`config.mk`:
```
export PLATFORM = sky130hd
export DESIGN_NAME = icache_tag_array
export DESIGN_NICKNAME = d
export VERILOG_FILES = /design/src/icache_pkg.sv /design/src/icache_tag_array.sv
export SDC_FILE = /design/constraint.sdc
export NUM_CORES = 1
export LEC_CHECK = 0
export BUFFER_PORTS_ARGS = -buffer_cell sky130_fd_sc_hd__clkbuf_2
export CORE_MARGIN = 2
export CORE_UTILIZATION = 30
export CTS_BUF_LIST = sky130_fd_sc_hd__clkbuf_2
export DETAILED_ROUTE_END_ITERATION = 8
export GPL_ROUTABILITY_DRIVEN = 0
export HOLD_SLACK_MARGIN = 0.05
export PLACE_DENSITY = 0.41
export SETUP_SLACK_MARGIN = 0.2
export SYNTH_ARGS = -nofsm -noshare
export SYNTH_HDL_FRONTEND = slang
export SYNTH_SLANG_ARGS = --single-unit
```
`constraint.sdc`:
```
create_clock -name Clk -period 3.2 [get_ports Clk]
set_input_delay 0.16 -clock Clk [delete_from_list [all_inputs] [get_ports Clk]]
set_output_delay 0.16 -clock Clk [all_outputs]
set_load 0.01 [all_outputs]
```
`src/icache_pkg.sv`:
```
package icache_pkg;

    // Byte address and instruction word, both one 32-bit word
    typedef logic [31:0] addr_t;
    typedef logic [31:0] word_t;

    // Line request to the memory controller
    // req is held for the whole transfer, addr is the first word wanted
    typedef struct packed {
        logic  req;
        addr_t addr;
    } mem_req_t;

    // One strobe per delivered word
    typedef struct packed {
        logic  valid;
        word_t data;
    } mem_rsp_t;

    // Response to the fetch unit, ready is a one-cycle strobe
    typedef struct packed {
        logic  ready;
        word_t instr;
    } fetch_rsp_t;

endpackage

```
`src/icache_tag_array.sv`:
```
`timescale 1ns/1ns

module icache_tag_array #(
    parameter int NUM_SETS    = 8,
    parameter int NUM_WAYS    = 4,
    parameter int BLOCK_WORDS = 4
) (
    input  logic                        Clk,
    input  logic                        arst_n,
    input  icache_pkg::addr_t           lookup_addr,
    output logic                        hit,
    output logic [$clog2(NUM_WAYS)-1:0] hit_way,
    output logic [$clog2(NUM_WAYS)-1:0] victim_way,
    input  logic                        fill_en,
    input  icache_pkg::addr_t           fill_addr,
    input  logic [$clog2(NUM_WAYS)-1:0] fill_way
);

    localparam int WAY_W = $clog2(NUM_WAYS);
    localparam int OFF_W = $clog2(BLOCK_WORDS) + 2;
    localparam int IDX_W = $clog2(NUM_SETS);
    localparam int TAG_W = 32 - OFF_W - IDX_W;

    logic [TAG_W-1:0]    tags   [NUM_SETS][NUM_WAYS];
    logic [NUM_WAYS-1:0] valid  [NUM_SETS];
    logic [WAY_W-1:0]    rr_ptr [NUM_SETS];

    logic [NUM_WAYS-1:0] way_hit;
    logic [IDX_W-1:0]    lk_set;
    logic [TAG_W-1:0]    lk_tag;
    logic [IDX_W-1:0]    fl_set;
    logic [TAG_W-1:0]    fl_tag;

    assign lk_set = lookup_addr[OFF_W +: IDX_W];
    assign lk_tag = lookup_addr[OFF_W + IDX_W +: TAG_W];
    assign fl_set = fill_addr[OFF_W +: IDX_W];
    assign fl_tag = fill_addr[OFF_W + IDX_W +: TAG_W];

    // Parallel compare over all ways of the looked-up set
    always_comb begin
        hit_way = '0;
        for (int w = 0; w < NUM_WAYS; w++) begin
            way_hit[w] = valid[lk_set][w] && (tags[lk_set][w] == lk_tag);
            if (way_hit[w]) begin
                hit_way = WAY_W'(w);
            end
        end
    end

    assign hit = |way_hit;

    // Lowest invalid way wins, else the round-robin pointer of the set
    always_comb begin
        victim_way = rr_ptr[lk_set];
        for (int w = NUM_WAYS - 1; w >= 0; w--) begin
            if (!valid[lk_set][w]) begin
                victim_way = WAY_W'(w);
            end
        end
    end

    always_ff @(posedge Clk or negedge arst_n) begin
        if (!arst_n) begin
            for (int s = 0; s < NUM_SETS; s++) begin
                valid[s]  <= '0;
                rr_ptr[s] <= '0;
            end
        end else if (fill_en) begin
            valid[fl_set][fill_way] <= 1'b1;
            rr_ptr[fl_set]          <= rr_ptr[fl_set] + 1'b1;
        end
    end

    always_ff @(posedge Clk) begin
        if (fill_en) begin
            tags[fl_set][fill_way] <= fl_tag;
        end
    end

    // A line is never filled twice into the same set
    a_single_hit: assert property (@(posedge Clk) disable iff (!arst_n)
        $onehot0(way_hit));

endmodule

```
After elaboration in Yosys (flattened, before gate mapping)
Memories as Yosys holds them, arrays and structs flattened.
Cells that the tools add are included.
{"block": "op_classes", "n_addsub": 1, "order_cmp": 7, "eq_ne": 4, "mux": 27, "bitwise": 4, "n_reduce_logical": 8}
{"cell": "25-bit == test", "n": 4}
{"cell": "100-bit 2-to-1 mux", "n": 1}
{"cell": "25-bit demux with 2-bit select", "n": 1}
{"cell": "32-bit OR", "n": 1}
{"cell": "25-bit 2-to-1 mux", "n": 1}
{"cell": "2-bit 2-to-1 mux", "n": 11}
{"cell": "16-bit bitwise mux", "n": 1}
{"cell": "2-bit binary-select mux with 3-bit select", "n": 2}
{"cell": "4-bit binary-select mux with 3-bit select", "n": 1}
{"cell": "4-bit demux with 3-bit select", "n": 1}
{"cell": "4-bit 2-to-1 mux", "n": 3}
{"cell": "4-bit greater-or-equal comparator, second input constant", "n": 2}
{"cell": "3-bit inverter with 4-bit output", "n": 2}
{"cell": "1-bit logical AND", "n": 7}
{"cell": "2-bit demux with 3-bit select", "n": 1}
{"cell": "4-bit by 1-bit < comparator with 1-bit output, second input constant", "n": 1}
{"cell": "4-bit OR reduction", "n": 1}
{"cell": "3-bit greater-or-equal comparator, second input constant", "n": 1}
{"cell": "2-bit by 3-bit < comparator with 1-bit output, second input constant", "n": 1}
{"cell": "3-bit by 1-bit < comparator with 1-bit output, second input constant", "n": 1}
{"cell": "1-bit 2-to-1 mux", "n": 3}
{"cell": "2-bit inverter with 3-bit output", "n": 1}
{"cell": "2-bit by 1-bit adder with 2-bit output, second input constant", "n": 1}
{"cell": "1-bit demux with 2-bit select", "n": 1}
{"cell": "2-bit by 1-bit greater-or-equal comparator with 1-bit output, second input constant", "n": 1}
{"block": "word_totals", "reg_bits": 48, "ramBits": 800, "input_bits": 69, "out_inout_bits": 5, "elab_cells": 68, "n_memories": 1}
{"memory": "tags", "depth": 8, "width": 100, "read_ports": 1, "rd_ports_with_merged_regs": 0, "wr": 1, "line_no": "icache_tag_array.sv:24", "text": "logic [TAG_W-1:0] tags [NUM_SETS][NUM_WAYS];"}

Logic depth before layout (Yosys ltp)
Gate-level depths: netlist of run 1.
{"block": "logic_depth", "ltp_word": 8, "ltp_mapped": 12, "ltp_nobuf": 7}

Worst setup path after synthesis of run 1
No wires, ideal clock.
{"block": "synth_timing", "kind": "in2reg", "start": "input port fill_en", "end": "memory tags[0][75] in the netlist's numbering (enable)", "setup_ns": 0.411, "arrival_ns": 2.214, "required_time_ns": 2.789, "slack_ns": 0.575, "cell_stages": 4, "path_buffers": 2, "cell_sequence": "clkbuf_1 > or3b_2 > clkbuf_1 > nor2b_1"}
{"block": "synth_between", "elab_chain_cells": 2}
{"element": "start, declared", "line_no": "icache_tag_array.sv:14", "text": "input logic fill_en,"}
{"element": "1-bit 2-to-1 mux", "line_no": "icache_tag_array.sv:75", "text": "if (fill_en) begin"}
{"element": "100-bit 2-to-1 mux (not written as such)", "line_no": "icache_tag_array.sv:76", "text": "tags[fl_set][fill_way] <= fl_tag;"}
{"element": "end, declared", "line_no": "icache_tag_array.sv:24"}
No other way between the ends.

Final worst setup path of run 1
{"block": "layout_timing", "start": "memory tags[6][15] in the netlist's numbering", "end": "output port hit_way[0]"}
{"block": "layout_between", "elab_chain_cells": 4}
{"element": "memory read 8 x 100 bit"}
{"element": "25-bit == test", "line_no": "icache_tag_array.sv:43", "text": "way_hit[w] = valid[lk_set][w] && (tags[lk_set][w] == lk_tag);"}
{"element": "1-bit logical AND", "line_no": "icache_tag_array.sv:43"}
{"element": "2-bit 2-to-1 mux", "line_no": "icache_tag_array.sv:44", "text": "if (way_hit[w]) begin"}
{"element": "end, declared", "line_no": "icache_tag_array.sv:12", "text": "output logic [$clog2(NUM_WAYS)-1:0] hit_way,"}
No other way between the ends.

==> results of run 1 <==
[sequential cells by signal, summed over array words and instances, names as in the netlist]
signal,flops
rr_ptr,16
tags,800
valid,32
[through the flow]
step,setup slack [ns],area (um^2),cells
6_report,-1.21,41000,3919
5_1_grt,-1.53,41000,3918
4_1_cts,-1.56,40900,3910
3_5_place_dp,-0.262,37600,3413
3_3_place_gp,-0.292,37600,3413
2_1_floorplan,0.575,33700,1747
[metal layers]
layer	up-vias	GRT usage	part of all wire
met2	679	0.297	0.46
met3	149	0.0488	0.064
li1	8267	-	-
met4	0	0.0656	0.023
met5	-	0	0
met1	9997	0.264	0.45
[cell families after synthesis]
logic type	synth area share
AO/OA/AOI/OAI	0.0355
flip-flops	0.749
AND/OR/NAND/NOR	0.0351
XOR/XNOR	0.0192
multiplexers	0.146
buffers and inverters	0.0160
[cell type report]
type | instances | area (um^2)
Tap cell | 1488 | 1860
Inverter | 2 | 12.5
Sequential cell | 848 | 25200
Timing Repair Buffer | 364 | 3520
Antenna cell | 5 | 12.5
Clock buffer | 334 | 1670
Fill cell | 10600 | 70000
Multi-Input combinational cell | 813 | 8330
Clock inverter | 65 | 374
[power by group]
| part | total, mW | switching [mW] | internal, mW | leakage (nW) |
|---|---|---|---|---|
| Sequential | 12.5 | 0.135 | 12.4 | 7.77 |
| Combinational | 2.30 | 1.30 | 1.00 | 5.07 |
| Clock | 7.65 | 4.59 | 3.06 | 1.56 |
[worst max path at each step]
stage / start / to / slack (ns) / cells after the start
finish: tags[6][15]$_DFFE_PP_ / hit_way[0] / -1.21 / 11
global route: tags[0][15]$_DFFE_PP_ / hit_way[0] / -1.53 / 11
floorplan: fill_en / tags[0][75]$_DFFE_PP_ / 0.58 / 4
detailed placement: lookup_addr[5] / hit_way[0] / -0.26 / 12
CTS: tags[5][11]$_DFFE_PP_ / hit_way[0] / -1.56 / 11
global placement: lookup_addr[5] / hit_way[0] / -0.29 / 12
[cells in the final DEF (no fill, tap or decap), types with 40 or more instances in the layout]
cell type,synthesis,routed
dfrtp_1,48,48
edfxtp_1,800,800
mux4_2,118,118
buf_12,1,53
nor2_1,78,50
clkbuf_2,1,392
dlygate4sd3_1,0,88
a221oi_1,40,40
mux2i_1,219,214
a22oi_1,53,53
buf_4,22,156
clkinv_1,0,47
[timing repair]
item                                   in CTS  in global routing
gates cloned                                0                  0
hold buffers                               98                  4
setup endpoints to repair                   5                 60
pin swaps                                   9                  4
setup buffers                               0                  1
gates resized for setup                    22                 15
endpoints found under the hold margin    1696                 11
[tightest hold or removal path, cell delays in order]
cell and delay [ns]:
dlygate4sd3_1 0.55, clkbuf_2 0.19, nand2b_1 0.63, nor2_4 0.18
==> key figures, run 1 <==
Outcome
  • Status: finished with violations
  • Failing checks: negative setup slack

Drt
  • Final ANT Viol Nets: 0
  • Wire length per cell: 28.2 um
  • DR iter-0 viols: 1598
  • DRC: 0
  • Number of detailed-route iterations in the first pass: 5
  • DR vias/cell: 4.87
  • Via count: 19100
  • Final Routed Wirelength: 111 mm

Yosys
  • Asr flop ratio synth: 0.0566
  • Top-count cell post-synth: edfxtp_1
  • Most used DFF post-synth: edfxtp_1
  • Post-Synthesis Cells: 1747
  • Seq/Total Area, Yosys: 0.749
  • Top-area cell type share of the netlist area: 0.713
  • Ys Warns: 0
  • Netlist cell types: 52
  • Commonest cells in the netlist: edfxtp_1 (800), mux2i_1 (219), mux4_2 (118), nor2_1 (78), a22oi_1 (53)
  • Avg Cell Area, Syn: 19.3 um^2
  • Top cell type by total area after synthesis: edfxtp_1
  • EDFF count, synth: 800
  • Number of synthesized register bits: 848
  • Synth area leaders: edfxtp_1 (71%), mux4_2 (7.9%), mux2i_1 (6.5%)
  • Syn Std Cell Area: 33700 um^2
  • Synthesized net count: 1816

Timing
  • Max Slew Vio Count: 0
  • Final worst path period share: 1.38
  • Final Critical Period: 4.41 ns
  • Worst slew margin: 0.189
  • Fin Clk Skew: 0.0185 ns
  • Max Clock Freq: 227 MHz
  • RSZ-0062 raised after global routing: true
  • Final TNS setup: -4.22 ns
  • Final hold vios: 0
  • Slew @ Worst Pin: 1.21 ns
  • WHS: 0.377 ns
  • Worst setup margin: -1.21 ns
  • Final setup violation count: 5

Pwr
  • Leak pwr: 14.4 nW
  • Worst IR Drop VDD: 213 uV
  • Power consumption: 22.5 mW
  • PwrDens: 549 nW/um^2

Worst setup path
  • Maximum fanout along the worst path: 3
  • Largest stage delay on the critical path: 0.57 ns
  • Register-to-register setup slack: 0.91 ns
  • Critical path's top delay family: simple AND/OR/NAND/NOR gates
  • Worst setup SP type: register
  • CP Data Required Time: 3.04 ns
  • CP Class: reg -> out
  • Reg-to-reg critical path endpoint: rr_ptr[7]$_DFFE_PN0P_
  • R2R depth: 6
  • Worst flop-to-flop path startpoint: rr_ptr[0]$_DFFE_PN0P_
  • Most frequent CP cell: buf_6
  • CP max-delay cell: or4_4
  • CP Cell Sequence: mux4_2 > mux2i_2 > xnor2_1 > nor4_2 > buf_4 > nand4_1 > buf_6 > or4_4 > o21ai_4 > buf_6 > buf_8
  • Worst setup EP type: output pin
  • Worst path buffer plus inverter count: 4
  • Worst EP arrival: 4.25 ns

Clocking
  • CTS Buf Count: 223
  • CTS clk-pin slew, worst paths: 0.12 ns
  • # clock sinks: 848
  • Root cell of the clock tree: clkbuf_2
  • CTS max path bufs: 3
  • H-tree Lvls: 4
  • Worst-skew pair later-pin latency: 1.48 ns
  • CTS tree: yes

Placement
  • Post-DP HPWL: 68.8 mm
  • I/O Buffers: 65

GRT
  • Pin count of the biggest net entering global routing: 54
  • First-pass GRT wire length: 154 mm
  • Final global-route overflow total: 0
  • Initial antenna violation count: 11
  • Vias in the first global route: 20100
  • GRT Util Overall: 0.192

Min path
  • HP Class: in -> reg
  • Worst Hold End: tags[7][64]$_DFFE_PP_
  • Hold Startpoint: fill_way[0]
  • Worst hold path cell count: 4

Run
  • Max Cap Viol: 0

Layout
  • Nets: 2321
  • Final cell utilization of the core: 0.370
  • Area added between synthesis and finish: 21.7%
  • Layout cells sized above 1: 0.347

Floorplan
  • I/O pin total: 74
  • Core area: 111000 um^2
  • Rows: 122
  • Initial core utilization: 0.304
  • Die Wd: 339 um
  • Die area: 115000 um^2
  • Die height: 339 um
(Power assumes the default switching activity.)
==> inputs of run 2 (changes only) <==
Settings changed: PLACE_DENSITY 0.41 to 0.46.
==> run 2 against run 1 <==
Against the previous run:
- the flow still finishes with violations (negative setup slack)
- largest power group unchanged
- flip-flop and latch count stayed put
- sequential power barely moved
- setup slack worse by 0.031 ns
==> key figures, run 2 (synthesis results as in run 1) <==
Drt
  • DR vias/cell: 4.91 (+0.79%)
  • Wire length per cell: 27.0 um (-4.4%)
  • Via count: 19100 (+0.23%)
  • Final ANT Viol Nets: 0 (unchanged)
  • Final Routed Wirelength: 105 mm (-4.9%)
  • DRC: 0 (unchanged)
  • DR iter-0 viols: 1747 (+9.3%)
  • Number of detailed-route iterations in the first pass: 5 (unchanged)

Pwr
  • PwrDens: 538 nW/um^2 (-2.0%)
  • Leak pwr: 14.2 nW (-1.2%)
  • Worst IR Drop VDD: 204 uV (-4.4%)

Min path
  • HP Class: in -> reg

Timing
  • Worst setup margin: -1.24 ns (-0.0310 ns)
  • Max Clock Freq: 225 MHz (-0.70%)
  • Final hold vios: 0 (unchanged)
  • RSZ-0062 raised after global routing: true
  • Final setup violation count: 5 (unchanged)
  • Final worst path period share: 1.39 (+0.00970)
  • Final Critical Period: 4.44 ns (+0.0310 ns)
  • Max Slew Vio Count: 0 (unchanged)
  • Slew @ Worst Pin: 1.25 ns (+0.0397 ns)
  • Worst slew margin: 0.162 (-0.0265)
  • Fin Clk Skew: 0.0453 ns (+0.0268 ns)

Layout
  • Layout cells sized above 1: 0.342 (-0.00513)
  • Top Registers: tags x800, valid x32, rr_ptr x16
  • Fillers: 10500 (-1.1%)
  • Non-Filler Instances: 3897 (-0.56%)
  • Final cell utilization of the core: 0.367 (-0.00230)
  • Max reg flops: 800 (unchanged)
  • Biggest register: tags
  • Nets: 2309 (-0.52%)
  • Area added between synthesis and finish: 21.0%
  • Commonest non-fill, non-tap cell in the layout: edfxtp_1
  • Most frequent cells in the layout: edfxtp_1 (800), clkbuf_2 (363), mux2i_1 (215), buf_4 (164), mux4_2 (118)

Worst setup path
  • Worst path buffer plus inverter count: 4 (unchanged)
  • Worst setup EP type: output pin
  • CP Class: reg -> out
  • CP max-delay cell: mux4_2
  • CP Data Required Time: 3.04 ns (about the same)
  • Worst setup SP type: register
  • Worst EP arrival: 4.28 ns (+0.03 ns)
  • Critical path's top delay family: simple AND/OR/NAND/NOR gates
  • CP Cell Sequence: mux4_2 > mux2i_4 > xnor2_2 > nor4_2 > buf_4 > nand4_1 > buf_4 > or4_4 > o21ai_4 > buf_6 > buf_8
  • Most frequent CP cell: buf_4
  • Maximum fanout along the worst path: 3 (unchanged)
  • Largest stage delay on the critical path: 0.50 ns (-0.07 ns)

Clocking
  • # clock sinks: 848 (unchanged)
  • CTS clk-pin slew, worst paths: 0.10 ns (-0.02 ns)
  • CTS max path bufs: 3 (unchanged)
  • CTS tree: yes
  • Root cell of the clock tree: clkbuf_2
  • Worst-skew pair later-pin latency: 1.41 ns (-0.07 ns)
  • CTS Buf Count: 214 (-4.0%)
  • H-tree Lvls: 4 (unchanged)

Floorplan
  • Initial core utilization: 0.304 (unchanged)
  • I/O pin total: 74 (unchanged)
  • Die area: 115000 um^2 (unchanged)
  • Core area: 111000 um^2 (unchanged)
  • Die Wd: 339 um (unchanged)
  • Rows: 122 (unchanged)
  • Die height: 339 um (unchanged)

GRT
  • Vias in the first global route: 19700 (-2.0%)
  • Pin count of the biggest net entering global routing: 49 (-9.3%)
  • GRT Util Overall: 0.182 (-0.00970)
  • First-pass GRT wire length: 148 mm (-3.8%)
  • Initial antenna violation count: 11 (unchanged)
  • Final global-route overflow total: 0 (unchanged)

Placement
  • Dpl ws: -0.416 ns (-0.154 ns)
  • I/O Buffers: 65 (unchanged)
  • Post-DP HPWL: 66.0 mm (-4.1%)
  • DP Cell Count: 3416 (+0.088%)

Outcome
  • Status: finished with violations
  • Failing checks: negative setup slack

Run
  • Max Cap Viol: 0 (unchanged)
run 2: what timing repair did:
action | 4_1_cts | 5_1_grt
setup endpoints to repair | 5 | 38
hold buffers | 97 | 0
gates cloned | 0 | 0
endpoints found under the hold margin | 1696 | 0
pin swaps | 6 | 6
buffers inserted | 0 | 1
gates resized for setup | 27 | 13
run 2: worst paths after layout:
path / startpoint / end / slack [ns] / cells past startpoint
worst max-delay path: tags[5][14]$_DFFE_PP_ / hit_way[0] / -1.24 / 11
worst min-delay path: fill_addr[26] / tags[2][69]$_DFFE_PP_ / 0.26 / 4
worst max register to register: rr_ptr[2]$_DFFE_PN0P_ / rr_ptr[3]$_DFFE_PN0P_ / 1.18 / 5
max in group asynchronous: arst_n / rr_ptr[7]$_DFFE_PN0P_ / 2.48 / 6
worst min register to register: valid[16]$_DFFE_PN0P_ / valid[16]$_DFFE_PN0P_ / 0.47 / 1
min in group asynchronous: arst_n / valid[6]$_DFFE_PN0P_ / 0.39 / 6
run 2: worst register-to-register path, delay by kind of cell, from the launching register on:
| family | cells | cell delay, ns |
|---|---|---|
| XOR/XNOR | 1 | 0.57 |
| AO/OA/AOI/OAI | 3 | 0.57 |
| flip-flops | 1 | 0.42 |
| AND/OR/NAND/NOR | 1 | 0.31 |
run 2: final cells by class:
class | count | area (um^2) | share of cell area
clock buffers | 306 | 1530 | 0.0376
well taps | 1488 | 1860 | 0.0457
clock inverters | 71 | 347 | 0.00850
inverters | 2 | 12.5 | 0.000307
flip-flops and latches | 848 | 25200 | 0.619
repair buffers | 361 | 3430 | 0.0841
multi-input cells | 813 | 8330 | 0.204
diodes | 8 | 20.0 | 0.000491
run 2: through the flow:
| step | hold WS (ns) | total power [mW] | instance area [um^2] | setup TNS [ns] |
|---|---|---|---|---|
| 2_1_floorplan | -0.136 | 13.8 | 33700 | 0 |
| 4_1_cts | 0.0526 | 22.2 | 40700 | -5.64 |
| 6_report | 0.256 | 21.9 | 40800 | -4.39 |
| 3_5_place_dp | 0.332 | 14.8 | 37500 | -1.14 |
| 3_3_place_gp | 0.316 | 14.8 | 37500 | -1.22 |
| 5_1_grt | 0.100 | 22.9 | 40700 | -5.32 |
run 2: per-layer routing:
metal,track usage,wire [um]
met5,0,41
met4,0.0450,1440
met3,0.0453,7990
met2,0.282,48200
met1,0.257,47500
run 2: report_power, final:
part           internal (mW)  total [mW]  switching [mW]
clock                   2.69        7.12            4.43
combinational          0.983        2.24            1.26
sequential              12.4        12.6           0.139
==> inputs of run 3 (changes only) <==
Settings changed: CAP_MARGIN from default to 20, CORE_MARGIN 2 to default.
==> run 3 against run 2 <==
Against the previous run:
- the run still ends with negative setup slack left
- die area fell by 1.2%
- power is 1.5% higher
- global-route usage increased by 0.21 points
- clock skew decreased by 0.016 ns
- first-iteration DRC count is 18% lower
- hold slack worse by 0.017 ns
- register-to-register slack worse by 0.40 ns
- largest power group unchanged
- non-clock buffer count increased by 11
- clock power up 3.9%
- count of clock-buffer cells in the layout decreased by 3
- fmax is 3.0% higher
==> key figures, run 3 (synthesis results as in run 1) <==
Outcome
  • Status: finished with violations
  • Failing checks: negative setup slack

Worst setup path
  • CP Data Required Time: 3.04 ns (about the same)
  • Worst setup SP type: register
  • Maximum fanout along the worst path: 3 (unchanged)
  • Critical path's top delay family: simple AND/OR/NAND/NOR gates
  • CP Cell Sequence: mux4_2 > mux2i_2 > buf_6 > xnor2_4 > nor4_4 > nand4_1 > or4_4 > nand2_1 > clkbuf_2
  • CP Class: reg -> out
  • Worst setup EP type: output pin
  • Largest stage delay on the critical path: 0.57 ns (+0.07 ns)
  • Worst EP arrival: 4.15 ns (-0.13 ns)
  • Worst path buffer plus inverter count: 2 (-2)
  • CP max-delay cell: or4_4

Floorplan
  • Core area: 111000 um^2 (unchanged)
  • I/O pin total: 74 (unchanged)
  • Die Wd: 337 um (-0.59%)
  • Die height: 337 um (-0.59%)
  • Die area: 114000 um^2 (-1.2%)
  • Initial core utilization: 0.304 (unchanged)
  • Rows: 122 (unchanged)

Pwr
  • Power consumption: 22.2 mW (+1.5%)
  • PwrDens: 542 nW/um^2 (+0.73%)
  • Worst IR Drop VDD: 260 uV (+27%)
  • Leak pwr: 14.4 nW (+1.2%)

Timing
  • Fin Clk Skew: 0.0292 ns (-0.0161 ns)
  • Slew @ Worst Pin: 1.11 ns (-0.147 ns)
  • Final hold vios: 0 (unchanged)
  • Max Slew Vio Count: 0 (unchanged)
  • Final worst path period share: 1.35 (-0.0401)
  • Final TNS setup: -4.05 ns (+0.342 ns)
  • WHS: 0.239 ns (-0.0173 ns)
  • RSZ-0062 raised after global routing: true
  • Final Critical Period: 4.31 ns (-0.128 ns)
  • Worst slew margin: 0.260 (+0.0981)
  • Worst setup margin: -1.11 ns (+0.128 ns)
  • Final setup violation count: 5 (unchanged)
  • Max Clock Freq: 232 MHz (+3.0%)

GRT
  • GRT Util Overall: 0.185 (+0.00210)
  • Initial antenna violation count: 8 (-3)
  • Pin count of the biggest net entering global routing: 34 (-31%)
  • Final global-route overflow total: 0 (unchanged)
  • Vias in the first global route: 19800 (+0.26%)
  • First-pass GRT wire length: 146 mm (-1.2%)

Layout
  • Final cell utilization of the core: 0.370 (+0.00264)
  • Biggest register: tags
  • Top Registers: tags x800, valid x32, rr_ptr x16
  • Fillers: 10600 (+0.50%)
  • Multi-input logic area: 8380 um^2 (+0.56%)
  • Layout cells sized above 1: 0.346 (+0.00367)
  • Max reg flops: 800 (unchanged)
  • Nets: 2316 (+0.30%)
  • Seq. cell area: 25200 um^2 (unchanged)
  • Most frequent cells in the layout: edfxtp_1 (800), clkbuf_2 (361), mux2i_1 (216), buf_4 (164), mux4_2 (118)
  • Area added between synthesis and finish: 21.8%
  • Non-Filler Instances: 3914 (+0.44%)
  • Commonest non-fill, non-tap cell in the layout: edfxtp_1
  • Final Cell Area: 41000 um^2 (+0.72%)

Drt
  • Via count: 19000 (-0.61%)
  • Wire length per cell: 26.5 um (-1.8%)
  • DR vias/cell: 4.86 (-1.0%)
  • DRC: 0 (unchanged)
  • DR iter-0 viols: 1441 (-18%)
  • Number of detailed-route iterations in the first pass: 5 (unchanged)
  • Final ANT Viol Nets: 0 (unchanged)
  • Final Routed Wirelength: 104 mm (-1.4%)

Min path
  • HP Class: in -> reg

Run
  • Max Cap Viol: 0 (unchanged)

Clocking
  • CTS Buf Count: 210 (-1.9%)
  • Worst-skew pair later-pin latency: 1.49 ns (+0.08 ns)
  • H-tree Lvls: 4 (unchanged)
  • CTS max path bufs: 3 (unchanged)
  • # clock sinks: 848 (unchanged)
  • CTS clk-pin slew, worst paths: 0.12 ns (+0.02 ns)
  • Root cell of the clock tree: clkbuf_2
  • CTS tree: yes

Placement
  • Post-DP HPWL: 65.3 mm (-1.1%)
  • Dpl ws: -0.174 ns (+0.242 ns)
  • I/O Buffers: 65 (unchanged)
  • Post-DP Area: 37500 um^2 (-0.14%)
  • DP Cell Count: 3414 (-0.059%)
## run 3: power by group
group          switching [mW]  leakage, nW  internal [mW]
Sequential              0.143         7.77           12.4
Clock                    4.42         1.48           2.98
Combinational            1.26         5.15           1.02
## run 3: layer usage
| metal | GRT usage | wire length [um] |
|---|---|---|
| met1 | 0.255 | 47800 |
| met5 | 0 | 25 |
| met2 | 0.293 | 48800 |
| met3 | 0.0399 | 5560 |
| met4 | 0.0504 | 1570 |
## run 3: cell type report
cell class / count / share of cell area
Clock inverter: 78 / 0.0112
Clock buffer: 303 / 0.0369
Inverter: 2 / 0.000274
Multi-Input combinational cell: 813 / 0.204
Timing Repair Buffer: 372 / 0.0870
Antenna cell: 10 / 0.000610
Sequential cell: 848 / 0.615
Tap cell: 1488 / 0.0454
## run 3: final timing paths
| path | depth (start not counted) | from | to | slack (ns) |
|---|---|---|---|---|
| worst max-delay path | 9 | tags[1][24]$_DFFE_PP_ | hit_way[1] | -1.11 |
| worst min-delay path | 4 | fill_addr[31] | tags[2][74]$_DFFE_PP_ | 0.24 |
| worst max register to register | 6 | rr_ptr[0]$_DFFE_PN0P_ | rr_ptr[9]$_DFFE_PN0P_ | 0.78 |
| worst min register to register | 1 | valid[5]$_DFFE_PN0P_ | valid[5]$_DFFE_PN0P_ | 0.47 |
| max in group asynchronous | 6 | arst_n | valid[6]$_DFFE_PN0P_ | 2.34 |
| min in group asynchronous | 5 | arst_n | rr_ptr[0]$_DFFE_PN0P_ | 0.30 |
## run 3: worst register-to-register path, cell delays in order, from the launching register on
cell and delay, ns:
dfrtp_1 0.42, a22o_1 0.22, a221oi_1 0.22, nand3_1 0.35, xnor2_2 0.44, o21ai_0 0.11, dlygate4sd3_1 0.56
## run 3: timing repair
action,CTS,global route
endpoints found under the setup margin,5,12
pin swaps,8,10
hold buffers,98,2
resized for setup,30,16
buffers inserted,2,0
hold endpoints to repair,1696,4
